$ cat config.mk
export PLATFORM = sky130hd
export DESIGN_NAME = video_timer_flat
export DESIGN_NICKNAME = d
export VERILOG_FILES = /design/src/source/video_if.sv /design/src/source/video_timer.sv /design/src/flat_wrapper.sv
export VERILOG_INCLUDE_DIRS = /design/src /design/src/source
export SDC_FILE = /design/constraint.sdc
export NUM_CORES = 1
export LEC_CHECK = 0
export BUFFER_PORTS_ARGS = -buffer_cell sky130_fd_sc_hd__buf_2
export CAP_MARGIN = 20
export CORE_MARGIN = 10
export CORE_UTILIZATION = 40
export DETAILED_ROUTE_END_ITERATION = 6
export PLACE_DENSITY = 0.67
export SLEW_MARGIN = 10
export SYNTH_ARGS = -nofsm -noshare
export SYNTH_HDL_FRONTEND = slang
export SYNTH_SLANG_ARGS = --single-unit
export TNS_END_PERCENT = 1
$ cat constraint.sdc
create_clock -name clk -period 4.3 [get_ports clk]
set_input_delay 0.43 -clock clk [delete_from_list [all_inputs] [get_ports clk]]
set_output_delay 0.43 -clock clk [all_outputs]
set_load 0.02 [all_outputs]
$ cat src/source/video_params.svh
// Video generator parameters
// Raster sizes, memory depths and the PROM load map

`ifndef VIDEO_PARAMS_SVH
`define VIDEO_PARAMS_SVH

// Raster, in pixels and lines
`define H_ACTIVE    64
`define H_TOTAL     96
`define V_ACTIVE    32
`define V_TOTAL     40
`define HS_START    72
`define HS_LEN      8
`define VS_START    34
`define VS_LEN      2

// CPU side memories
`define VRAM_SIZE   8'd32
`define SCROLL_ADDR 8'd32
`define NUM_OBJ     4

// PROM load map
// Graphics: tile t row r at t*32 + r*4, byte k holds pixel 2k low, 2k+1 high
`define PAL_BASE    10'h000
`define PAL_SIZE    10'd32
`define GFX_BASE    10'h200
`define GFX_SIZE    10'd512

`endif

$ cat src/source/video_if.sv
// Video generator interfaces
// Raster timing bundle and the object draw port into the line buffer

`timescale 1ns/1ps

interface video_timing_if;
    logic [6:0] hdump;
    logic [5:0] vdump;
    logic       lhbl;
    logic       lvbl;
    logic       hs;
    logic       vs;

    modport source (
        output hdump, vdump, lhbl, lvbl, hs, vs
    );

    modport sink (
        input  hdump, vdump, lhbl, lvbl, hs, vs
    );
endinterface


$ cat src/source/video_timer.sv
// Raster timer
// Pixel and line counters with blanking and sync decode

`timescale 1ns/1ps
`include "video_params.svh"

module video_timer (
    input  logic            clk,
    input  logic            arst_n,
    input  logic            pxl_cen,
    video_timing_if.source  vt
);

    logic [6:0] hcnt;
    logic [5:0] vcnt;

    always_ff @(posedge clk or negedge arst_n) begin
        if (!arst_n) begin
            hcnt <= '0;
            vcnt <= '0;
        end else if (pxl_cen) begin
            if (hcnt == 7'(`H_TOTAL - 1)) begin
                hcnt <= '0;
                // Frame wrap
                vcnt <= (vcnt == 6'(`V_TOTAL - 1)) ? '0 : vcnt + 6'd1;
            end else begin
                hcnt <= hcnt + 7'd1;
            end
        end
    end

    assign vt.hdump = hcnt;
    assign vt.vdump = vcnt;
    assign vt.lhbl  = hcnt < 7'(`H_ACTIVE);
    assign vt.lvbl  = vcnt < 6'(`V_ACTIVE);
    assign vt.hs    = (hcnt >= 7'(`HS_START)) && (hcnt < 7'(`HS_START + `HS_LEN));
    assign vt.vs    = (vcnt >= 6'(`VS_START)) && (vcnt < 6'(`VS_START + `VS_LEN));

    a_hdump_range: assert property (@(posedge clk) disable iff (!arst_n)
        hcnt < 7'(`H_TOTAL));

endmodule

$ cat src/flat_wrapper.sv
// flat-port wrapper written by rule: the top's interface ports become plain ports
module video_timer_flat 
  (clk, arst_n, pxl_cen, vt_hdump, vt_vdump, vt_lhbl, vt_lvbl, vt_hs, vt_vs);
  video_timing_if vt_i ();
  input  logic clk;
  input  logic arst_n;
  input  logic pxl_cen;
  output wire logic [$bits(vt_i.hdump)-1:0] vt_hdump;
  output wire logic [$bits(vt_i.vdump)-1:0] vt_vdump;
  output wire logic [$bits(vt_i.lhbl)-1:0] vt_lhbl;
  output wire logic [$bits(vt_i.lvbl)-1:0] vt_lvbl;
  output wire logic [$bits(vt_i.hs)-1:0] vt_hs;
  output wire logic [$bits(vt_i.vs)-1:0] vt_vs;
  assign vt_hdump = vt_i.hdump;
  assign vt_vdump = vt_i.vdump;
  assign vt_lhbl = vt_i.lhbl;
  assign vt_lvbl = vt_i.lvbl;
  assign vt_hs = vt_i.hs;
  assign vt_vs = vt_i.vs;
  video_timer u_core (.clk(clk), .arst_n(arst_n), .pxl_cen(pxl_cen), .vt(vt_i));
endmodule
==> key figures <==
Placement
  • Dpl ws: 2660 ps
  • Routability cong.: 0.828
  • HPWL Detailed: 1180 microns
  • PortBufs: 19
  • Area after DPL: 808 sq um

Global route
  • Total routing usage reported by global routing: 0.0875
  • Global-route wire length before repair: 2550 microns
  • Total gr overflow: 0
  • Initial antenna violation count: 0
  • Vias in the first global route: 593
  • Pin count of the biggest net entering global routing: 14

Job
  • MaxCap Viol Count: 0

Synthesis
  • Synth area leaders: dfrtp_1, ha_1, xnor2_1, nand2_1, nand4_4
  • Largest family of logic cells by synthesized area: simple AND/OR/NAND/NOR gates
  • Synth Net Count: 72
  • Synthesized instance count: 66
  • Synth Area in Compound Gates: 0.114
  • Synth unique cells: 32
  • Synth Cell Area: 704 sq um
  • Simple-Gate Fraction of Synth Area: 0.224
  • Most area-hungry cell type in the Yosys netlist: dfrtp_1
  • Synth top area share: 0.462
  • Yosys Warn Count: 0
  • Synth Register Bits: 13
  • Mean Syn Cell Area: 10.7 sq um
  • Area share of fa/ha/maj cells after synthesis: 0.0533
  • Sequential area share after synthesis: 0.462
  • Synth Area in XOR/XNOR: 0.0622
  • Post-synthesis mux area share: 0.0462

Floorplan
  • # IOs: 20
  • DIE AREA: 3840 sq um
  • Initial core utilization: 0.417
  • Die width: 62.0 microns
  • Die Y: 62.0 microns
  • Core Area: 1690 sq um
  • Row count: 15

Clock network
  • # resized after CTS: 0
  • CTS buffer count: 3
  • Setup Fix Bufs, Post-CTS: 0
  • Clk_lat worst skew: 270 ps
  • Post-CTS Hold Fix Bufs: 0
  • Clock Tree Buf Depth: 2
  • Root buffer cell: clkbuf_4
  • Clock transition at path regs: 70 ps
  • # clock sinks: 13
  • TritonCTS clock tree: done
  • H-tree lvl count: 1

Detailed routing
  • Detailed Routing Iterations Pass 1: 4
  • Vias per cell: 5.63
  • Number of DRC markers in iteration 0: 11
  • Drt drc: 0
  • Vias: 586
  • Post-Route WL: 1550 microns
  • Drt wl/cell: 14.9 microns
  • Remaining antenna violation count: 0

Final layout
  • Fillers: 164
  • Most frequent cells in the layout: buf_2, dfrtp_1, nand2_1
  • Nets: 94
  • Commonest non-fill, non-tap cell in the layout: buf_2
  • N_diodes: 0
  • Share of cells above drive strength 1: 0.299
  • Cell area after layout: 835 sq um
  • Area grow syn2layout: 18.5%

Power
  • Combinational share of power: 0.438
  • Peak VDD IR: 317 uV
  • Internal: 282 uW
  • Leakage power: 0.000400 uW
  • P_sw: 246 uW
  • Switching Share: 0.466
  • Clock Power Share: 0.142
  • Flop pwr share: 0.420
  • PD cells: 633 nW/um^2

Setup path
  • Element type at the critical path end: primary output
  • CP arrival: 1520 ps
  • WP data required: 3870 ps
  • CP Max Fanout: 6
  • Critical path type: flop to primary output
  • Reg2Reg Depth: 4
  • R2r setup slk: 2710 ps
  • Startpoint types: flop

Timing
  • Clk_skew: 0.495 ps
  • Peak Freq: 0.512 GHz
  • Setup TNS: 0 ps
  • Number of setup violations in the final report: 0
  • RSZ-0062 raised after global routing: false
  • Worst Max-Slew Pin Slew: 297 ps
  • Tmin final: 1950 ps
  • Final WS setup: 2350 ps
  • Fin crit share: 0.455
  • Slew headroom: 0.802
  • Hold Vio Cnt, Final: 0
  • Final Slew Violations: 0

Status
  • Status: complete, no violations

Hold path
  • HP Class: primary input to async pin
[stage by stage]
step	hold WS [ps]	utilization	total power (uW)	cells
CTS	37.2	0.494	535	104
finish	27.5	0.494	529	104
global route	35.8	0.494	570	104
global placement	332	0.479	457	100
floorplan	134	-	379	66
detailed placement	336	0.479	459	100
[state kept, by name, indices dropped and copies added (netlist names)]
signal and cells:
u_core.vt.hdump 7, u_core.vt.vdump 6
[cell type report]
class	count	area (sq um)	area share
multi-input cells	47	352	0.421
flip-flops and latches	13	325	0.390
repair buffers	19	95.1	0.114
clock buffers	4	26.3	0.0315
well taps	17	21.3	0.0255
inverters	4	15.0	0.0180
[critical path, cell delays in order (launching register included)]
cell and delay (ps):
dfrtp_1 440, or3b_1 420, nor3b_1 200, buf_2 190
[synth_stat cells]
cell       count
o21ai_0        3
inv_1          4
a41oi_1        1
nand4_4        1
dfrtp_1       13
mux2_2         1
clkbuf_2       1
ha_1           3
o32ai_1        1
nor2_1         2
xnor2_1        4
nand2_1        6
buf_4          1
and3b_1        1
mux2_1         1
and4_2         1
a21oi_1        2
nand3_1        4
o211ai_1       1
nand4_1        1
mux2i_1        1
nor4b_1        1
nor3b_1        1
nor4_2         1
or3b_1         1
a2bb2oi_1      1
and3_1         1
nand3b_1       1
o31ai_1        2
o22ai_1        1
nor3_1         2
xor2_1         1
[power by group through the flow]
stage / clock network [uW] / logic (uW) / registers [uW]
2_1_floorplan: 0 / 126 / 253
3_3_place_gp: 0 / 235 / 222
3_5_place_dp: 0 / 235 / 223
4_1_cts: 77.1 / 237 / 221
5_1_grt: 83.6 / 256 / 230
6_report: 74.9 / 232 / 222
[path summary, 6_finish.rpt]
check / from / to
min: arst_n / u_core.vt.vdump[2]
max reg2reg: u_core.vt.hdump[0] / u_core.vt.vdump[1]
max in group asynchronous: arst_n / u_core.vt.vdump[1]
min reg2reg: u_core.vt.vdump[4] / u_core.vt.vdump[4]
min in group clk: pxl_cen / u_core.vt.hdump[1]
max: u_core.vt.vdump[3] / vt_vs
[layer usage]
layer | vias to the layer above | global-route usage | part of all wire
li1 | 285 | - | -
met2 | 21 | 0.126 | 0.41
met3 | 4 | 0.0325 | 0.077
met5 | - | 0 | 0
met4 | 0 | 0.0510 | 0.017
met1 | 276 | 0.109 | 0.49
[kinds of logic (layout without fill, tap and decap cells)]
kind of cell / after synthesis / count (layout)
compound gates: 12 / 12
xor+xnor: 5 / 5
fa+ha+maj: 3 / 3
buf+inv: 6 / 27
flops: 13 / 13
mux: 3 / 3
simple gates: 24 / 24
Power figures use the tool's default switching activity.
