File: src/source/video_params.svh
// Video generator parameters
// Raster sizes, memory depths and the PROM load map

`ifndef VIDEO_PARAMS_SVH
`define VIDEO_PARAMS_SVH

// Raster, in pixels and lines
`define H_ACTIVE    64
`define H_TOTAL     96
`define V_ACTIVE    32
`define V_TOTAL     40
`define HS_START    72
`define HS_LEN      8
`define VS_START    34
`define VS_LEN      2

// CPU side memories
`define VRAM_SIZE   8'd32
`define SCROLL_ADDR 8'd32
`define NUM_OBJ     4

// PROM load map
// Graphics: tile t row r at t*32 + r*4, byte k holds pixel 2k low, 2k+1 high
`define PAL_BASE    10'h000
`define PAL_SIZE    10'd32
`define GFX_BASE    10'h200
`define GFX_SIZE    10'd512

`endif

File: src/source/video_pkg.sv
// Video generator types
// Pixel and palette index widths, object records and object FSM states

package video_pkg;

    // 4bpp pixel, 0 is transparent
    typedef logic [3:0] pxl_t;

    // Palette PROM index
    typedef logic [4:0] col_idx_t;

    // One object, as stored in object RAM
    typedef struct packed {
        logic [7:0] y;
        logic [7:0] x;
        logic [3:0] code;
        logic       hflip;
    } obj_rec_t;

    typedef enum logic [1:0] {
        st_idle,
        st_fetch,
        st_draw,
        st_done
    } obj_state_t;

endpackage

File: src/source/video_if.sv
// Video generator interfaces
// Raster timing bundle and the object draw port into the line buffer

`timescale 1ns/1ps

interface video_timing_if;
    logic [6:0] hdump;
    logic [5:0] vdump;
    logic       lhbl;
    logic       lvbl;
    logic       hs;
    logic       vs;

    modport source (
        output hdump, vdump, lhbl, lvbl, hs, vs
    );

    modport sink (
        input  hdump, vdump, lhbl, lvbl, hs, vs
    );
endinterface


File: src/source/colour_mixer.sv
// Colour mixer
// Object over scroll priority, palette PROM lookup and output blanking
// Colour is registered three pixel clocks after hdump

`timescale 1ns/1ps
`include "video_params.svh"

module colour_mixer import video_pkg::*; (
    input  logic          clk,
    input  logic          arst_n,
    input  logic          pxl_cen,
    video_timing_if.sink  vt,
    input  pxl_t          scr_pxl,
    input  pxl_t          obj_pxl,
    input  logic [9:0]    prog_addr,
    input  logic [7:0]    prog_data,
    input  logic          prog_we,
    output logic [3:0]    red,
    output logic [3:0]    green,
    output logic [3:0]    blue,
    output logic          lhbl_dly,
    output logic          lvbl_dly
);

    logic [7:0] pal [`PAL_SIZE];
    logic [9:0] pal_off;
    col_idx_t   col_idx;
    logic [7:0] pal_byte;
    logic [2:0] hbl_sr;
    logic [2:0] vbl_sr;

    assign pal_off = prog_addr - `PAL_BASE;

    always_ff @(posedge clk) begin
        if (prog_we && (pal_off < `PAL_SIZE)) begin
            pal[pal_off[4:0]] <= prog_data;
        end
    end

    // Upper half of the palette belongs to objects
    assign col_idx  = (obj_pxl != 4'd0) ? {1'b1, obj_pxl} : {1'b0, scr_pxl};
    assign pal_byte = pal[col_idx];

    // Palette byte is BBGGGRRR
    always_ff @(posedge clk or negedge arst_n) begin
        if (!arst_n) begin
            hbl_sr <= '1;
            vbl_sr <= '1;
            red    <= '0;
            green  <= '0;
            blue   <= '0;
        end else if (pxl_cen) begin
            hbl_sr <= {hbl_sr[1:0], vt.lhbl};
            vbl_sr <= {vbl_sr[1:0], vt.lvbl};
            if (hbl_sr[1] && vbl_sr[1]) begin
                red   <= {pal_byte[2:0], pal_byte[2]};
                green <= {pal_byte[5:3], pal_byte[5]};
                blue  <= {pal_byte[7:6], {2{pal_byte[7]}}};
            end else begin
                red   <= '0;
                green <= '0;
                blue  <= '0;
            end
        end
    end

    assign lhbl_dly = hbl_sr[2];
    assign lvbl_dly = vbl_sr[2];

endmodule

File: src/flat_wrapper.sv
// flat-port wrapper written by rule: the top's interface ports become plain ports
module colour_mixer_flat import video_pkg::*;
  (clk, arst_n, pxl_cen, scr_pxl, obj_pxl, prog_addr, prog_data, prog_we, red, green, blue, lhbl_dly, lvbl_dly, vt_hdump, vt_vdump, vt_lhbl, vt_lvbl, vt_hs, vt_vs);
  video_timing_if vt_i ();
  input  logic clk;
  input  logic arst_n;
  input  logic pxl_cen;
  input  pxl_t scr_pxl;
  input  pxl_t obj_pxl;
  input  logic [9:0] prog_addr;
  input  logic [7:0] prog_data;
  input  logic prog_we;
  output logic [3:0] red;
  output logic [3:0] green;
  output logic [3:0] blue;
  output logic lhbl_dly;
  output logic lvbl_dly;
  input wire logic [$bits(vt_i.hdump)-1:0] vt_hdump;
  input wire logic [$bits(vt_i.vdump)-1:0] vt_vdump;
  input wire logic [$bits(vt_i.lhbl)-1:0] vt_lhbl;
  input wire logic [$bits(vt_i.lvbl)-1:0] vt_lvbl;
  input wire logic [$bits(vt_i.hs)-1:0] vt_hs;
  input wire logic [$bits(vt_i.vs)-1:0] vt_vs;
  assign vt_i.hdump = vt_hdump;
  assign vt_i.vdump = vt_vdump;
  assign vt_i.lhbl = vt_lhbl;
  assign vt_i.lvbl = vt_lvbl;
  assign vt_i.hs = vt_hs;
  assign vt_i.vs = vt_vs;
  colour_mixer u_core (.clk(clk), .arst_n(arst_n), .pxl_cen(pxl_cen), .vt(vt_i), .scr_pxl(scr_pxl), .obj_pxl(obj_pxl), .prog_addr(prog_addr), .prog_data(prog_data), .prog_we(prog_we), .red(red), .green(green), .blue(blue), .lhbl_dly(lhbl_dly), .lvbl_dly(lvbl_dly));
endmodule
File: config.mk
export PLATFORM = sky130hd
export DESIGN_NAME = colour_mixer_flat
export DESIGN_NICKNAME = d
export VERILOG_FILES = /design/src/source/video_pkg.sv /design/src/source/video_if.sv /design/src/source/colour_mixer.sv /design/src/flat_wrapper.sv
export VERILOG_INCLUDE_DIRS = /design/src /design/src/source
export SDC_FILE = /design/constraint.sdc
export NUM_CORES = 1
export LEC_CHECK = 0
export BUFFER_PORTS_ARGS = -buffer_cell sky130_fd_sc_hd__buf_2
export CORE_MARGIN = 2
export CORE_UTILIZATION = 58
export DETAILED_ROUTE_END_ITERATION = 6
export PLACE_DENSITY = 0.76
export SETUP_SLACK_MARGIN = 0.1
export SLEW_MARGIN = 20
export SYNTH_ARGS = -nofsm -noshare
export SYNTH_HDL_FRONTEND = slang
export SYNTH_SLANG_ARGS = --single-unit
File: constraint.sdc
create_clock -name clk -period 2 [get_ports clk]
set_input_delay 0.5 -clock clk [delete_from_list [all_inputs] [get_ports clk]]
set_output_delay 0.5 -clock clk [all_outputs]
set_load 0.005 [all_outputs]
==> out/metrics.yaml <==
critical_path:
  critPathLaunch: "obj_pxl[2]"
  crit_fanout: 6
  worst_ep_required_time_ns: 2.40
  reg2reg_from: "u_core.hbl_sr[1]"
  r2r-end: "u_core.blue[1]"
  ff2ff_setup_slack_ns: 0.29
  startpoint_type: "input port"
  critPathKind: "input port to flop"
  end_kind: "flop"
  arrival_ns: 2.31
  reg2regPathDepth: 4
clock_tree:
  clockBufferDepth: 3
  cts-buffers-inserted: 27
  cts_max_level: 1
  clock-sinks: 270
  cts_tree: "built"
  root_buffer: "clkbuf_16"
  clk_pin_slew_worst_paths_ns: 0.06
  clk_latency_ns: 0.52
pwr:
  pwr-share-comb_pct: 8.0
  switching_share_pct: 21.6
  p_switching_w: 0.00255
  leakagePower_nw: 4.66
  clkPwrFrac_pct: 38.7
  total_power_w: 0.0118
  p_seq_share_pct: 53.3
  peakVddDrop_mv: 0.960
  power_density_nw_per_um2: 870
  internal-power_w: 0.00923
die:
  num_io_pins: 61
  die_w_um: 142
  start_util_pct: 59.1
  core_area_um2: 18600
  die_h_um: 142
  dieArea_um2: 20100
  placementRows: 50
sta:
  rsz0062_at_grt: "true"
  fmax_mhz: 525
  period_share_pct: 95.2
  worst_pin_slew_ns: 0.741
  finalHoldViolations: 0
  hold_ws_ns: 0.216
  fin_tns_setup_ns: 0
  finClkSkew_ns: 0.0115
  finalSetupViolCount: 0
  post-route-min-period_ns: 1.90
  max-slew-margin-rel_pct: 50.3
  slew_violations: 0
synth:
  yosysUniqueCellTypes: 41
  synth_edf_count: 256
  yosysSeqAreaShare_pct: 73.0
  synth.avg_cell_area_um2: 14.8
  ys_ff_latch: 270
  ys.flop_type: "edfxtp_1"
  ys_warn_count: 0
  synth_nets: 789
  netlist_area_um2: 11000
  async_flop_share_pct: 5.19
  syn_inst: 742
drt:
  drc: 0
  route.antenna.remaining_nets: 0
  drt_wl_total_um: 27400
  first_iter_violations: 794
  vias: 7135
  dr.pass1.iters: 6
  drt-vias-per-instance: 6.28
  wl_per_cell_um: 24.1
run:
  maxCapViolCount: 0
finish:
  fin_util_pct: 72.6
  n_antenna_cell: 0
  nets: 932
  layout-drive-gt1-share_pct: 29.7
  syn2layout_area_growth_pct: 22.9
outcome:
  status: "completed"
placed_design:
  globalplace.congestion: 0.913
  hpwl_um: 17400
  port_buffers: 45
worst_hold_path:
  min_to: "u_core.vbl_sr[0]"
  holdPathStages: 2
  min_from: "vt_lvbl"
  hold_class: "input port to flop"
grt:
  globalRoute.totalOverflow: 0
  antenna_found_initial: 0
  grt_pass1_vias: 7000
  grt_max_degree: 41
  grt_use_total_pct: 26.7
  grt_pass1_wl_um: 39800
==> how the worst max path moves through the flow <==
stage,endpoint,cells after the start,slack (ns)
finish,u_core.red[0],10,0.1
CTS,u_core.green[1],9,0.09
global placement,u_core.green[1],8,-0.56
floorplan,u_core.green[0],10,-0.07
global route,u_core.green[1],9,0.02
detailed placement,u_core.red[2],8,-0.69
==> registers in the layout, indices dropped and copies added (netlist names) <==
signal / cells
u_core.red: 3
u_core.pal: 256
u_core.blue: 2
u_core.vbl_sr: 3
u_core.green: 3
u_core.hbl_sr: 3
==> synth_stat cells (all sizes together) (8+ instances only) <==
cell type	number	share of area (%)
nor3b	47	3.2
edfxtp	256	70
clkbuf	15	0.51
mux2i	53	4.8
inv	11	0.37
nand2	96	3.3
o221ai	10	0.80
nand3	23	1.0
a211oi	48	3.3
dfrtp	8	1.8
o21ai	17	0.77
buf	33	1.9
a31oi	15	0.85
nor2	43	1.5
nand4	16	0.91
==> worst max-delay path: stages <==
cell and delay (ns):
buf_8 0.11, nor4b_4 0.35, or2_4 0.26, buf_12 0.15
clkbuf_16 0.15, mux2i_1 0.20, mux2i_1 0.15, o22ai_1 0.19
buf_4 0.16, o221ai_2 0.08
==> layout make-up <==
class | count | area (um2)
clock buffers | 36 | 709
clock inverters | 10 | 77.6
fillers | 1119 | 5110
inverters | 11 | 41.3
multi-input cells | 414 | 2890
flip-flops and latches | 270 | 8050
well taps | 234 | 293
repair buffers | 161 | 1480
==> power groups by stage <==
stage                     Clock (W)  Combinational, W  Sequential, W
final                       0.00456          0.000944        0.00627
after global routing        0.00481           0.00100        0.00627
after CTS                   0.00462          0.000860        0.00627
after detailed placement          0          0.000839        0.00639
after global placement            0          0.000813        0.00638
after floorplan                   0          0.000406        0.00638
==> metrics by stage <==
step           setup slack, ns  area, um2  instances
2_1_floorplan          -0.0653      11100        742
3_3_place_gp            -0.556      12400       1082
3_5_place_dp            -0.686      12400       1082
4_1_cts                 0.0881      13300       1131
5_1_grt                 0.0207      13500       1136
6_report                0.0964      13500       1136
==> timing repair <==
item	4_1_cts	5_1_grt
setup buffers	1	4
pin swaps	2	14
gates resized for setup	7	41
gates cloned	1	2
endpoints found under the setup margin	8	8
hold buffers	1	0
endpoints found under the hold margin	8	0
==> layout by cell type (no fill, tap or decap), drive strengths merged, types with 8 or more instances in the layout <==
master  synthesis  routed
o21ai          17      17
nor3b          47      47
a31oi          15      15
nor2           43      44
inv            11      11
buf            33     158
clkbuf         15      38
dfrtp           8       8
o221ai         10      10
nand2          96      96
nand3          23      23
a211oi         48      48
mux2i          53      53
edfxtp        256     256
nand4          16      16
==> layer usage <==
metal  vias up  global-route usage, %  wire length, um
met4         0                   6.95              791
li1       3158                      -                -
met5         -                      0                0
met3        60                   6.07             2150
met2       361                   44.8            13600
met1      3556                   35.6            10900
==> cells by family after synthesis <==
| kind of cell | Yosys count | share of synthesized area, % |
|---|---|---|
| compound gates | 113 | 7.34 |
| buf+inv | 59 | 2.78 |
| flops | 270 | 73.0 |
| mux | 60 | 5.53 |
| simple gates | 240 | 11.3 |
(Power assumes the default switching activity.)
