**src/source/video_params.svh**
```systemverilog
// Video generator parameters
// Raster sizes, memory depths and the PROM load map

`ifndef VIDEO_PARAMS_SVH
`define VIDEO_PARAMS_SVH

// Raster, in pixels and lines
`define H_ACTIVE    64
`define H_TOTAL     96
`define V_ACTIVE    32
`define V_TOTAL     40
`define HS_START    72
`define HS_LEN      8
`define VS_START    34
`define VS_LEN      2

// CPU side memories
`define VRAM_SIZE   8'd32
`define SCROLL_ADDR 8'd32
`define NUM_OBJ     4

// PROM load map
// Graphics: tile t row r at t*32 + r*4, byte k holds pixel 2k low, 2k+1 high
`define PAL_BASE    10'h000
`define PAL_SIZE    10'd32
`define GFX_BASE    10'h200
`define GFX_SIZE    10'd512

`endif

```
**src/source/video_pkg.sv**
```systemverilog
// Video generator types
// Pixel and palette index widths, object records and object FSM states

package video_pkg;

    // 4bpp pixel, 0 is transparent
    typedef logic [3:0] pxl_t;

    // Palette PROM index
    typedef logic [4:0] col_idx_t;

    // One object, as stored in object RAM
    typedef struct packed {
        logic [7:0] y;
        logic [7:0] x;
        logic [3:0] code;
        logic       hflip;
    } obj_rec_t;

    typedef enum logic [1:0] {
        st_idle,
        st_fetch,
        st_draw,
        st_done
    } obj_state_t;

endpackage

```
**src/source/video_if.sv**
```systemverilog
// Video generator interfaces
// Raster timing bundle and the object draw port into the line buffer

`timescale 1ns/1ps

interface video_timing_if;
    logic [6:0] hdump;
    logic [5:0] vdump;
    logic       lhbl;
    logic       lvbl;
    logic       hs;
    logic       vs;

    modport source (
        output hdump, vdump, lhbl, lvbl, hs, vs
    );

    modport sink (
        input  hdump, vdump, lhbl, lvbl, hs, vs
    );
endinterface

interface obj_draw_if import video_pkg::*; ();
    logic [5:0] waddr;
    pxl_t       wpxl;
    logic       we;

    // One pixel per strobe, into the hidden bank
    modport source (
        output waddr, wpxl, we
    );

    modport sink (
        input  waddr, wpxl, we
    );
endinterface

```
**src/source/obj_line_buffer.sv**
```systemverilog
// Object line buffer
// Two banks swapped at each line wrap, one drawn while the other shows
// Display reads take two pixel clocks and clear the entry behind them

`timescale 1ns/1ps
`include "video_params.svh"

module obj_line_buffer import video_pkg::*; (
    input  logic          clk,
    input  logic          arst_n,
    input  logic          pxl_cen,
    video_timing_if.sink  vt,
    obj_draw_if.sink      draw,
    output pxl_t          obj_pxl
);

    pxl_t bank [2][`H_ACTIVE];
    logic disp;
    pxl_t rd_pxl;

    always_ff @(posedge clk or negedge arst_n) begin
        if (!arst_n) begin
            disp <= 1'b0;
            // Start from empty banks
            for (int b = 0; b < 2; b++) begin
                for (int i = 0; i < `H_ACTIVE; i++) begin
                    bank[b][i] <= '0;
                end
            end
        end else if (pxl_cen) begin
            if (vt.lhbl) begin
                bank[disp][vt.hdump[5:0]] <= '0;
            end
            if (draw.we) begin
                bank[~disp][draw.waddr] <= draw.wpxl;
            end
            if (vt.hdump == 7'(`H_TOTAL - 1)) begin
                disp <= ~disp;
            end
        end
    end

    always_ff @(posedge clk) begin
        if (pxl_cen) begin
            rd_pxl  <= bank[disp][vt.hdump[5:0]];
            obj_pxl <= rd_pxl;
        end
    end

    // Drawing is confined to horizontal blank
    a_draw_in_blank: assert property (@(posedge clk) disable iff (!arst_n)
        draw.we |-> !vt.lhbl);

endmodule

```
**src/flat_wrapper.sv**
```systemverilog
// flat-port wrapper written by rule: the top's interface ports become plain ports
module obj_line_buffer_flat import video_pkg::*;
  (clk, arst_n, pxl_cen, obj_pxl, vt_hdump, vt_vdump, vt_lhbl, vt_lvbl, vt_hs, vt_vs, draw_waddr, draw_wpxl, draw_we);
  video_timing_if vt_i ();
  obj_draw_if draw_i ();
  input  logic clk;
  input  logic arst_n;
  input  logic pxl_cen;
  output pxl_t obj_pxl;
  input wire logic [$bits(vt_i.hdump)-1:0] vt_hdump;
  input wire logic [$bits(vt_i.vdump)-1:0] vt_vdump;
  input wire logic [$bits(vt_i.lhbl)-1:0] vt_lhbl;
  input wire logic [$bits(vt_i.lvbl)-1:0] vt_lvbl;
  input wire logic [$bits(vt_i.hs)-1:0] vt_hs;
  input wire logic [$bits(vt_i.vs)-1:0] vt_vs;
  input wire logic [$bits(draw_i.waddr)-1:0] draw_waddr;
  input wire logic [$bits(draw_i.wpxl)-1:0] draw_wpxl;
  input wire logic [$bits(draw_i.we)-1:0] draw_we;
  assign vt_i.hdump = vt_hdump;
  assign vt_i.vdump = vt_vdump;
  assign vt_i.lhbl = vt_lhbl;
  assign vt_i.lvbl = vt_lvbl;
  assign vt_i.hs = vt_hs;
  assign vt_i.vs = vt_vs;
  assign draw_i.waddr = draw_waddr;
  assign draw_i.wpxl = draw_wpxl;
  assign draw_i.we = draw_we;
  obj_line_buffer u_core (.clk(clk), .arst_n(arst_n), .pxl_cen(pxl_cen), .vt(vt_i), .draw(draw_i), .obj_pxl(obj_pxl));
endmodule
```
**config.mk**
```make
export PLATFORM = sky130hd
export DESIGN_NAME = obj_line_buffer_flat
export DESIGN_NICKNAME = d
export VERILOG_FILES = /design/src/source/video_pkg.sv /design/src/source/video_if.sv /design/src/source/obj_line_buffer.sv /design/src/flat_wrapper.sv
export VERILOG_INCLUDE_DIRS = /design/src /design/src/source
export SDC_FILE = /design/constraint.sdc
export NUM_CORES = 1
export LEC_CHECK = 0
export BUFFER_PORTS_ARGS = -buffer_cell sky130_fd_sc_hd__buf_2
export CORE_UTILIZATION = 25
export DETAILED_ROUTE_END_ITERATION = 6
export PLACE_DENSITY = 0.36
export SYNTH_ARGS = -nofsm -noshare
export SYNTH_HDL_FRONTEND = slang
export SYNTH_SLANG_ARGS = --single-unit
```
**constraint.sdc**
```tcl
create_clock -name clk -period 6.15 [get_ports clk]
set_clock_uncertainty 0.1 [all_clocks]
set_input_delay 0 -clock clk [delete_from_list [all_inputs] [get_ports clk]]
set_output_delay 0 -clock clk [all_outputs]
set_load 0.05 [all_outputs]
```
==> results.txt <==
Status -> complete, no violations
Final GP Congestion -> 0.798
CP max stage cell -> nor4_1
CTS clock-pin slew for the worst setup and hold paths -> 0.06 ns
Number of global-route vias before repair -> 20100
# hold bufs at CTS -> 17
Crit Path Category -> reg2reg
Post-synthesis sequential area ratio -> 53.7%
Max VDD drop -> 0.000211 V
Leading cell type in the layout, fill and taps excluded -> dfrtp_1
CP top delay family -> simple AND/OR/NAND/NOR gates
Nets -> 2329
Area taken by multi-input logic gates -> 10600 um^2
Tot Pwr -> 8.42 mW
Top Ports -> 35
Max cap viols -> 0
Routed vias -> 19400
Ys Warns -> 0
First-pass GRT wire length -> 142000 um
Clock power share -> 45.3%
Cell row count -> 114
Synthesized netlist cell count -> 2320
Most frequent cells in the layout -> dfrtp_1, a22o_1, o21ai_0
Setup TNS -> 0 ns
Setup crit end kind -> flop
Pwr Density -> 300 nW/um^2
Leak pwr -> 11.4 nW
Post-Syn Area -> 24300 um^2
Sw Ratio -> 26.8%
Avg Cell Area, Syn -> 10.5 um^2
Combinational share of power -> 10.4%
Sequential share of power -> 44.3%
Final setup viols -> 0
Max Clk Rate -> 246 MHz
Final period util -> 66.0%
Die W -> 314 um
Worst-skew pair later-pin latency -> 0.64 ns
Relative slew slack -> 19.9%
Slew Viols, Final -> 0
Critical Path Start Type -> flop
Vias/cell -> 5.34
# DRC -> 0
Psw -> 2.25 mW
Die ar. -> 98600 um^2
# port buffers -> 25
Die height -> 314 um
H-tree depth -> 2
DR iter-0 viols -> 1606
CP required -> 6.42 ns
Area growth from synthesis to layout -> 15.4%
Util after Layout -> 29.1%
Placeable Area -> 96600 um^2
Total gr overflow -> 0
CP Max Fanout -> 63
CTS Buffer Depth -> 3
Starting density of the core -> 25.2%
Most used cell, CP -> o22ai_1
Distinct cells, synth -> 39
Share of layout cells above drive strength 1 -> 8.52%
Dpl hpwl -> 57900 um
Initial antenna violation count -> 4
Min Tclk post-route -> 4.06 ns
Int Power -> 6.17 mW
First-pass iteration count of the detailed router -> 7
Syn_nets -> 2351
Fin. Hold Viols -> 0
HP Class -> in2reg
Worst-path cell chain -> buf_12, mux2i_1, o22ai_1, nor4_1, o22ai_1, or4_1
Routed len/inst -> 26.5 um
Fill cells -> 9987
RSZ-0062 raised after global routing -> false
Largest net degree at the start of global routing -> 154
Antenna Violating Nets Remaining -> 0
Flip-flop and latch count after synthesis -> 521
CP peak stage delay -> 0.99 ns
Sink Count -> 521
Worst-margin pin slew -> 1.20 ns
Post-CTS Setup Bufs -> 0
Crit path buffers/inverters -> 1
Crit path arrival time -> 4.33 ns
Post-CTS Resized -> 0
GR Util All Layers -> 19.5%
CTS tree -> yes
WL final -> 96200 um
Clock Root Buffer -> clkbuf_16
CTS Buf Count -> 61
Reg area -> 13100 um^2
metrics by stage:
stage / cell area (um^2) / std cells / worst slack (ns) / hold slack [ns]
CTS: 28100 / 3623 / 2.18 / 0.0435
detailed placement: 25800 / 3494 / 2.21 / 0.0160
floorplan: 24300 / 2320 / 3.68 / -0.396
finish: 28100 / 3626 / 2.09 / 0.0848
global placement: 25800 / 3494 / 2.20 / 0.0165
global route: 28100 / 3624 / 2.02 / 0.0779
logic make-up (layout without fill, tap and decap cells):
logic type	after synthesis	after routing	share of synthesized area [%]
AOI/OAI and AO/OA	783	783	22.1
xor gates and xnor gates	1	1	0.0360
buffers and inverters	174	201	3.08
DFF	521	521	53.7
muxes	250	250	10.6
other	0	3	0
and+or+nand+nor	591	591	10.4
worst register-to-register path, cell delays in order (launching register included):
cell and delay (ns):
dfrtp_4 0.98, buf_12 0.50, mux2i_1 0.35, o22ai_1 0.18, nor4_1 0.99, o22ai_1 0.18, or4_1 0.51
layout make-up:
type	instances	area share (%)
clock inverter	23	1.06
timing repair buffer	88	2.66
tap	1276	5.69
antenna	3	0.0267
sequential	521	46.6
multi-input combinational	1625	37.6
inverter	1	0.0134
clock buffer	89	6.31
power by group through the flow:
stage	combinational [mW]	clock (mW)	sequential, mW
floorplan	0.544	0	3.73
global placement	0.872	0	3.79
detailed placement	0.879	0	3.79
CTS	0.891	3.91	3.73
global route	0.946	4.05	3.74
finish	0.880	3.81	3.73
routing by layer:
| metal | part of all wire, % | track usage (%) | routed length, um |
|---|---|---|---|
| met4 | 2.3 | 5.00 | 2200 |
| met2 | 45 | 30.2 | 43000 |
| met3 | 4.7 | 2.75 | 4490 |
| met5 | 0.014 | 0 | 13 |
| met1 | 48 | 28.3 | 46500 |
synthesized netlist by cell type (all sizes together):
| cell type | number | area (um^2) |
|---|---|---|
| mux2i | 243 | 2430 |
| nor3 | 20 | 100 |
| nand3b | 15 | 113 |
| buf | 67 | 348 |
| nor2 | 172 | 646 |
| nor4 | 12 | 75.1 |
| nor2b | 5 | 31.3 |
| xor2 | 1 | 8.76 |
| and3 | 2 | 12.5 |
| dfrtp | 513 | 12800 |
| inv | 1 | 3.75 |
| nand2 | 281 | 1050 |
| nand2b | 4 | 25.0 |
| a2111oi | 2 | 17.5 |
| mux2 | 1 | 11.3 |
| and3b | 5 | 43.8 |
| a211o | 1 | 8.76 |
| a21oi | 3 | 15.0 |
| or4 | 4 | 30.0 |
| clkbuf | 106 | 398 |
| or2 | 1 | 6.26 |
| a22o | 320 | 2800 |
| o21ai | 315 | 1580 |
| or3 | 4 | 25.0 |
| o221ai | 14 | 123 |
| and2 | 6 | 37.5 |
| o22ai | 112 | 701 |
| o22a | 14 | 123 |
| edfxtp | 8 | 240 |
| mux4 | 6 | 135 |
| or3b | 5 | 43.8 |
| nor3b | 9 | 67.6 |
| a31oi | 2 | 12.5 |
| nand3 | 46 | 230 |
sequential cells by signal, summed over array words and instances, names as in the netlist:
signal / count
u_core.bank: 512
u_core.obj_pxl: 4
u_core.rd_pxl: 4
u_core.disp: 1
final timing paths:
check                                 startpoint                 to  slack, ns  cells after the start
worst min-delay path                draw_wpxl[0]   u_core.bank[332]       0.08                      3
worst min register to register  u_core.rd_pxl[0]  u_core.obj_pxl[0]       0.32                      0
min in group asynchronous                 arst_n   u_core.bank[466]       0.50                      4
max in group asynchronous                 arst_n   u_core.bank[423]       4.46                      4
worst max-delay path                 u_core.disp   u_core.rd_pxl[1]       2.09                      6
worst max register to register       u_core.disp   u_core.rd_pxl[1]       2.09                      6
(Power assumes the default switching activity.)
