[src/source/video_params.svh]
// Video generator parameters
// Raster sizes, memory depths and the PROM load map

`ifndef VIDEO_PARAMS_SVH
`define VIDEO_PARAMS_SVH

// Raster, in pixels and lines
`define H_ACTIVE    64
`define H_TOTAL     96
`define V_ACTIVE    32
`define V_TOTAL     40
`define HS_START    72
`define HS_LEN      8
`define VS_START    34
`define VS_LEN      2

// CPU side memories
`define VRAM_SIZE   8'd32
`define SCROLL_ADDR 8'd32
`define NUM_OBJ     4

// PROM load map
// Graphics: tile t row r at t*32 + r*4, byte k holds pixel 2k low, 2k+1 high
`define PAL_BASE    10'h000
`define PAL_SIZE    10'd32
`define GFX_BASE    10'h200
`define GFX_SIZE    10'd512

`endif

[src/source/video_pkg.sv]
// Video generator types
// Pixel and palette index widths, object records and object FSM states

package video_pkg;

    // 4bpp pixel, 0 is transparent
    typedef logic [3:0] pxl_t;

    // Palette PROM index
    typedef logic [4:0] col_idx_t;

    // One object, as stored in object RAM
    typedef struct packed {
        logic [7:0] y;
        logic [7:0] x;
        logic [3:0] code;
        logic       hflip;
    } obj_rec_t;

    typedef enum logic [1:0] {
        st_idle,
        st_fetch,
        st_draw,
        st_done
    } obj_state_t;

endpackage

[src/source/video_if.sv]
// Video generator interfaces
// Raster timing bundle and the object draw port into the line buffer

`timescale 1ns/1ps

interface video_timing_if;
    logic [6:0] hdump;
    logic [5:0] vdump;
    logic       lhbl;
    logic       lvbl;
    logic       hs;
    logic       vs;

    modport source (
        output hdump, vdump, lhbl, lvbl, hs, vs
    );

    modport sink (
        input  hdump, vdump, lhbl, lvbl, hs, vs
    );
endinterface


[src/source/tile_layer.sv]
// Scroll layer
// Tile-map RAM, horizontal scroll register and the pixel pipe
// Pixel for hdump h comes out two pixel clocks later

`timescale 1ns/1ps
`include "video_params.svh"

module tile_layer import video_pkg::*; (
    input  logic          clk,
    input  logic          arst_n,
    input  logic          pxl_cen,
    input  logic [7:0]    cpu_addr,
    input  logic [7:0]    cpu_dout,
    input  logic          cpu_we,
    input  logic          vram_cs,
    video_timing_if.sink  vt,
    output logic [8:0]    gfx_addr,
    input  logic [7:0]    gfx_data,
    output pxl_t          scr_pxl
);

    logic [3:0] vram [`VRAM_SIZE];
    logic [5:0] hscroll;
    logic [5:0] col;
    logic [3:0] code;
    logic       nib_hi;
    logic       cpu_wr;

    assign cpu_wr = pxl_cen && vram_cs && cpu_we;

    // Map is 8 columns by 4 rows of tiles
    always_ff @(posedge clk) begin
        if (cpu_wr && (cpu_addr < `VRAM_SIZE)) begin
            vram[cpu_addr[4:0]] <= cpu_dout[3:0];
        end
    end

    always_ff @(posedge clk or negedge arst_n) begin
        if (!arst_n) begin
            hscroll <= '0;
        end else if (cpu_wr && (cpu_addr == `SCROLL_ADDR)) begin
            hscroll <= cpu_dout[5:0];
        end
    end

    // Scrolled column wraps at 64
    assign col  = vt.hdump[5:0] + hscroll;
    assign code = vram[{vt.vdump[4:3], col[5:3]}];

    // Four bytes per tile row, two pixels per byte
    assign gfx_addr = {code, vt.vdump[2:0], col[2:1]};

    always_ff @(posedge clk) begin
        if (pxl_cen) begin
            nib_hi  <= col[0];
            scr_pxl <= nib_hi ? gfx_data[7:4] : gfx_data[3:0];
        end
    end

endmodule

[src/flat_wrapper.sv]
// flat-port wrapper written by rule: the top's interface ports become plain ports
module tile_layer_flat import video_pkg::*;
  (clk, arst_n, pxl_cen, cpu_addr, cpu_dout, cpu_we, vram_cs, gfx_addr, gfx_data, scr_pxl, vt_hdump, vt_vdump, vt_lhbl, vt_lvbl, vt_hs, vt_vs);
  video_timing_if vt_i ();
  input  logic clk;
  input  logic arst_n;
  input  logic pxl_cen;
  input  logic [7:0] cpu_addr;
  input  logic [7:0] cpu_dout;
  input  logic cpu_we;
  input  logic vram_cs;
  output logic [8:0] gfx_addr;
  input  logic [7:0] gfx_data;
  output pxl_t scr_pxl;
  input wire logic [$bits(vt_i.hdump)-1:0] vt_hdump;
  input wire logic [$bits(vt_i.vdump)-1:0] vt_vdump;
  input wire logic [$bits(vt_i.lhbl)-1:0] vt_lhbl;
  input wire logic [$bits(vt_i.lvbl)-1:0] vt_lvbl;
  input wire logic [$bits(vt_i.hs)-1:0] vt_hs;
  input wire logic [$bits(vt_i.vs)-1:0] vt_vs;
  assign vt_i.hdump = vt_hdump;
  assign vt_i.vdump = vt_vdump;
  assign vt_i.lhbl = vt_lhbl;
  assign vt_i.lvbl = vt_lvbl;
  assign vt_i.hs = vt_hs;
  assign vt_i.vs = vt_vs;
  tile_layer u_core (.clk(clk), .arst_n(arst_n), .pxl_cen(pxl_cen), .cpu_addr(cpu_addr), .cpu_dout(cpu_dout), .cpu_we(cpu_we), .vram_cs(vram_cs), .vt(vt_i), .gfx_addr(gfx_addr), .gfx_data(gfx_data), .scr_pxl(scr_pxl));
endmodule
[config.mk]
export PLATFORM = sky130hd
export DESIGN_NAME = tile_layer_flat
export DESIGN_NICKNAME = d
export VERILOG_FILES = /design/src/source/video_pkg.sv /design/src/source/video_if.sv /design/src/source/tile_layer.sv /design/src/flat_wrapper.sv
export VERILOG_INCLUDE_DIRS = /design/src /design/src/source
export SDC_FILE = /design/constraint.sdc
export NUM_CORES = 1
export LEC_CHECK = 0
export BUFFER_PORTS_ARGS = -buffer_cell sky130_fd_sc_hd__buf_2
export CAP_MARGIN = 20
export CORE_AREA = 4 4 140 142
export DETAILED_ROUTE_END_ITERATION = 12
export DIE_AREA = 0 0 144 146
export SYNTH_ARGS = -nofsm -noshare
export SYNTH_HDL_FRONTEND = slang
export SYNTH_SLANG_ARGS = --single-unit
[constraint.sdc]
create_clock -name clk -period 7 [get_ports clk]
set_input_delay 1.05 -clock clk [delete_from_list [all_inputs] [get_ports clk]]
set_output_delay 1.05 -clock clk [all_outputs]
set_load 0.005 [all_outputs]
==> impl_results.html <==
<table>
<tr><th>Metric</th><th>Value</th></tr>
<tr><th colspan="2">Outcome</th></tr>
<tr><td>Outcome</td><td>completed</td></tr>
<tr><th colspan="2">STA</th></tr>
<tr><td>Worst clock skew</td><td>2.25 ps</td></tr>
<tr><td>Final Critical Period</td><td>5430 ps</td></tr>
<tr><td>Upper clock frequency limit</td><td>184 MHz</td></tr>
<tr><td>Min setup slack post-route</td><td>1570 ps</td></tr>
<tr><td>Setup tns final</td><td>0 ps</td></tr>
<tr><td>Number of hold violations in the final report</td><td>0</td></tr>
<tr><td>Final setup violation count</td><td>0</td></tr>
<tr><td>Final number of max-transition violations</td><td>0</td></tr>
<tr><td>Least-Margin Pin Slew</td><td>1010 ps</td></tr>
<tr><td>Worst relative slew slack</td><td>0.330</td></tr>
<tr><td>Fin crit share</td><td>0.776</td></tr>
<tr><td>Unrepaired setup endpoints after global routing</td><td>no</td></tr>
<tr><th colspan="2">Placement</th></tr>
<tr><td>Half-perimeter wire length after placement</td><td>12.2 mm</td></tr>
<tr><td>Worst slack, placed</td><td>1570 ps</td></tr>
<tr><td>Global placer's final weighted congestion</td><td>0.781</td></tr>
<tr><td>Buffers on Ports</td><td>44</td></tr>
<tr><th colspan="2">Detailed routing</th></tr>
<tr><td>Drt pass-1 iters</td><td>5</td></tr>
<tr><td>Routed wire length</td><td>19.6 mm</td></tr>
<tr><td>Average vias per placed instance</td><td>5.62</td></tr>
<tr><td>Routed wire per std cell</td><td>18.9 µm</td></tr>
<tr><td>Via count</td><td>5812</td></tr>
<tr><td>Drc violations</td><td>0</td></tr>
<tr><td>Drt initial violations</td><td>462</td></tr>
<tr><td>Post-DRT Antenna Nets</td><td>0</td></tr>
<tr><th colspan="2">GRT</th></tr>
<tr><td>First-pass GRT wire length</td><td>30.9 mm</td></tr>
<tr><td>Antenna violations before repair</td><td>2</td></tr>
<tr><td>Overall track demand over capacity in global routing</td><td>0.192</td></tr>
<tr><td>GR Overflow Total</td><td>0</td></tr>
<tr><td>Pin count of the biggest net entering global routing</td><td>157</td></tr>
<tr><td>Vias in the first global route</td><td>5811</td></tr>
<tr><th colspan="2">Clock tree</th></tr>
<tr><td>Post-CTS setup buffer count</td><td>0</td></tr>
<tr><td>TritonCTS Buffers</td><td>17</td></tr>
<tr><td>Number of buffers inserted by hold repair at cts</td><td>0</td></tr>
<tr><td>Clk_lat worst skew</td><td>420 ps</td></tr>
<tr><td>TritonCTS Sinks</td><td>139</td></tr>
<tr><td>Number of H-tree branching levels</td><td>4</td></tr>
<tr><td>Clock tree from TritonCTS</td><td>done</td></tr>
<tr><td>Clock slew at reported path FFs</td><td>60 ps</td></tr>
<tr><td>Root cell of the clock tree</td><td>sky130_fd_sc_hd__clkbuf_16</td></tr>
<tr><td>Post-cts sizing count</td><td>0</td></tr>
<tr><td>Maximum number of buffers from clock root to sink</td><td>2</td></tr>
<tr><th colspan="2">Floorplanning</th></tr>
<tr><td>Die span in y</td><td>146 µm</td></tr>
<tr><td>Die width</td><td>144 µm</td></tr>
<tr><td>Area of the die</td><td>21000 µm²</td></tr>
<tr><td>Number of placement rows</td><td>50</td></tr>
<tr><td>Core area</td><td>18500 µm²</td></tr>
<tr><td>I/O pin total</td><td>59</td></tr>
<tr><td>Initial cell density of the core</td><td>0.441</td></tr>
<tr><th colspan="2">Layout</th></tr>
<tr><td>Antenna diodes</td><td>0</td></tr>
<tr><td>Fraction of final layout cells sized beyond drive strength 1</td><td>0.136</td></tr>
<tr><td>Post-layout net count</td><td>840</td></tr>
<tr><td>Area overhead of the layout relative to synthesis</td><td>11.1%</td></tr>
<tr><th colspan="2">Pwr</th></tr>
<tr><td>Part of the total power dissipated in combinational logic</td><td>0.081</td></tr>
<tr><td>Leakage power figure</td><td>3.28 nW</td></tr>
<tr><td>P_sw</td><td>446 µW</td></tr>
<tr><td>Cell Int Power</td><td>1.59 mW</td></tr>
<tr><td>IR Drop Worst-Case VDD</td><td>0.171 mV</td></tr>
<tr><td>Clock power share</td><td>0.468</td></tr>
<tr><td>Sequential group share of total power</td><td>0.450</td></tr>
<tr><td>Power per cell area</td><td>225 nW/µm²</td></tr>
<tr><td>Net Sw Frac</td><td>0.219</td></tr>
<tr><th colspan="2">Min path</th></tr>
<tr><td>Path class of the lowest-slack min-delay path</td><td>input pin to asynchronous set/reset pin</td></tr>
<tr><th colspan="2">Synthesis</th></tr>
<tr><td>Most frequently used flop master after synthesis</td><td>sky130_fd_sc_hd__edfxtp_1</td></tr>
<tr><td>Largest cells by area after synthesis</td><td>sky130_fd_sc_hd__edfxtp_1 49%, sky130_fd_sc_hd__nand2b_1 10%, sky130_fd_sc_hd__nand2_1 6.2%</td></tr>
<tr><td>Cell Area, Synth</td><td>8140 µm²</td></tr>
<tr><td>Mapped Nets</td><td>835</td></tr>
<tr><td>Synth Register Bits</td><td>139</td></tr>
<tr><td>Average footprint of a synthesized cell</td><td>10.4 µm²</td></tr>
<tr><td>Top-area cell type share of the netlist area</td><td>0.491</td></tr>
<tr><td>EDFF count, synth</td><td>133</td></tr>
<tr><td>Proportion of synthesized chip area in sequential cells</td><td>0.509</td></tr>
<tr><td>Dominant cell type by area after synthesis</td><td>sky130_fd_sc_hd__edfxtp_1</td></tr>
<tr><td>Post-Synthesis Cells</td><td>783</td></tr>
<tr><td>Number of distinct library cell variants in the gate-level netlist after synthesis</td><td>37</td></tr>
<tr><td>Yosys warns</td><td>0</td></tr>
<tr><td>Share of async-settable or async-resettable flops after synthesis</td><td>0.0432</td></tr>
<tr><th colspan="2">Critical path</th></tr>
<tr><td>Category of the worst setup path capture point</td><td>output port</td></tr>
<tr><td>Worst endpoint required time</td><td>5950 ps</td></tr>
<tr><td>Kind of launch point of the worst setup path</td><td>input pin</td></tr>
<tr><td>Classification of the worst setup path</td><td>input pin to output port</td></tr>
<tr><td>Arrival @ worst endpoint</td><td>4380 ps</td></tr>
<tr><td>Largest fanout on the critical path</td><td>35</td></tr>
<tr><th colspan="2">Flow run</th></tr>
<tr><td>Count of max-cap constraint violations</td><td>0</td></tr>
</table>
-- cell families (layout without fill, tap and decap cells) --
logic type | after synthesis | after routing | share of synthesized area
simple gates | 378 | 378 | 0.218
flops | 139 | 139 | 0.509
compound gates | 136 | 136 | 0.129
buf+inv | 67 | 85 | 0.0427
mux | 54 | 54 | 0.0845
fa+ha+maj | 6 | 6 | 0.0101
xor+xnor | 3 | 3 | 0.00646
-- power groups by stage --
stage / registers (mW) / clock network, mW / logic, mW
after floorplan: 0.934 / 0 / 0.110
after global placement: 0.934 / 0 / 0.161
after detailed placement: 0.934 / 0 / 0.167
after CTS: 0.917 / 0.968 / 0.168
after global routing: 0.916 / 1.01 / 0.182
final: 0.917 / 0.953 / 0.166
-- worst max-delay path: stages --
cell	delay (ps)
sky130_fd_sc_hd__buf_2	100
sky130_fd_sc_hd__ha_1	230
sky130_fd_sc_hd__fa_1	440
sky130_fd_sc_hd__nand3_2	620
sky130_fd_sc_hd__buf_4	480
sky130_fd_sc_hd__a22oi_1	170
sky130_fd_sc_hd__nor2_1	190
sky130_fd_sc_hd__mux2i_1	110
sky130_fd_sc_hd__mux4_1	520
sky130_fd_sc_hd__mux2_2	290
sky130_fd_sc_hd__buf_2	130
-- per-layer routing --
| layer | up-vias | global-route usage | share of wire |
|---|---|---|---|
| met4 | 4 | 0.0772 | 0.025 |
| met2 | 156 | 0.315 | 0.49 |
| met3 | 45 | 0.0401 | 0.046 |
| li1 | 2814 | - | - |
| met5 | - | 0 | 0.0014 |
| met1 | 2793 | 0.245 | 0.43 |
-- through the flow --
step / cell area (µm²) / instances / total power, mW / hold slack, ps / utilization
after floorplan: 8140 / 783 / 1.04 / 485 / -
after global placement: 8390 / 1002 / 1.09 / 503 / 0.455
after detailed placement: 8390 / 1002 / 1.10 / 504 / 0.455
after CTS: 9020 / 1034 / 2.05 / 422 / 0.489
after global routing: 9040 / 1035 / 2.11 / 424 / 0.490
final: 9040 / 1035 / 2.04 / 433 / 0.490
-- path summary, 6_finish.rpt --
| path | from | to | slack, ps | depth (start not counted) |
|---|---|---|---|---|
| worst min-delay path | arst_n | u_core.hscroll[1]$_DFFE_PN0P_ | 430 | 1 |
| max in group asynchronous | arst_n | u_core.hscroll[4]$_DFFE_PN0P_ | 6430 | 1 |
| worst max-delay path | vt_hdump[0] | gfx_addr[6] | 1570 | 11 |
| min in group clk | u_core.hscroll[0]$_DFFE_PN0P_ | u_core.hscroll[0]$_DFFE_PN0P_ | 520 | 1 |
| worst max register to register | u_core.nib_hi$_DFFE_PP_ | u_core.scr_pxl[3]$_DFFE_PP_ | 5970 | 1 |
| worst min register to register | u_core.hscroll[0]$_DFFE_PN0P_ | u_core.hscroll[0]$_DFFE_PN0P_ | 520 | 1 |
-- registers in the layout (all words and copies together) (netlist names) --
register,cells
u_core.vram,128
u_core.hscroll,6
u_core.scr_pxl,4
u_core.nib_hi,1
-- cells in the mapped netlist, drive strengths merged (2+ instances only) --
cell	instances
a211oi	64
a21o	2
a21oi	2
a22oi	64
buf	39
clkbuf	27
dfrtp	6
edfxtp	133
ha	5
mux2	14
mux2i	32
mux4	8
nand2	135
nand2b	130
nand3	3
nor2	100
nor2b	2
nor3	2
xor2	2
-- area by class of cell --
cell class	count	area (µm²)
Timing Repair Buffer	52	293
Inverter	1	3.75
Fill cell	1635	9410
Multi-Input combinational cell	577	3680
Clock inverter	14	194
Tap cell	234	293
Clock buffer	18	439
Sequential cell	139	4140
-- cell usage in the layout, fill, tap and decap left out, types with 5 or more instances in the layout --
master / count
sky130_fd_sc_hd__mux2i_1: 32
sky130_fd_sc_hd__buf_4: 7
sky130_fd_sc_hd__buf_2: 44
sky130_fd_sc_hd__nand2b_1: 130
sky130_fd_sc_hd__mux4_1: 8
sky130_fd_sc_hd__a22oi_1: 64
sky130_fd_sc_hd__clkinvlp_4: 5
sky130_fd_sc_hd__edfxtp_1: 133
sky130_fd_sc_hd__a211oi_1: 64
sky130_fd_sc_hd__dfrtp_1: 6
sky130_fd_sc_hd__nor2_1: 100
sky130_fd_sc_hd__nand2_1: 135
sky130_fd_sc_hd__mux2_2: 14
sky130_fd_sc_hd__clkbuf_16: 17
No activity file was read; power rests on OpenSTA's default activity.
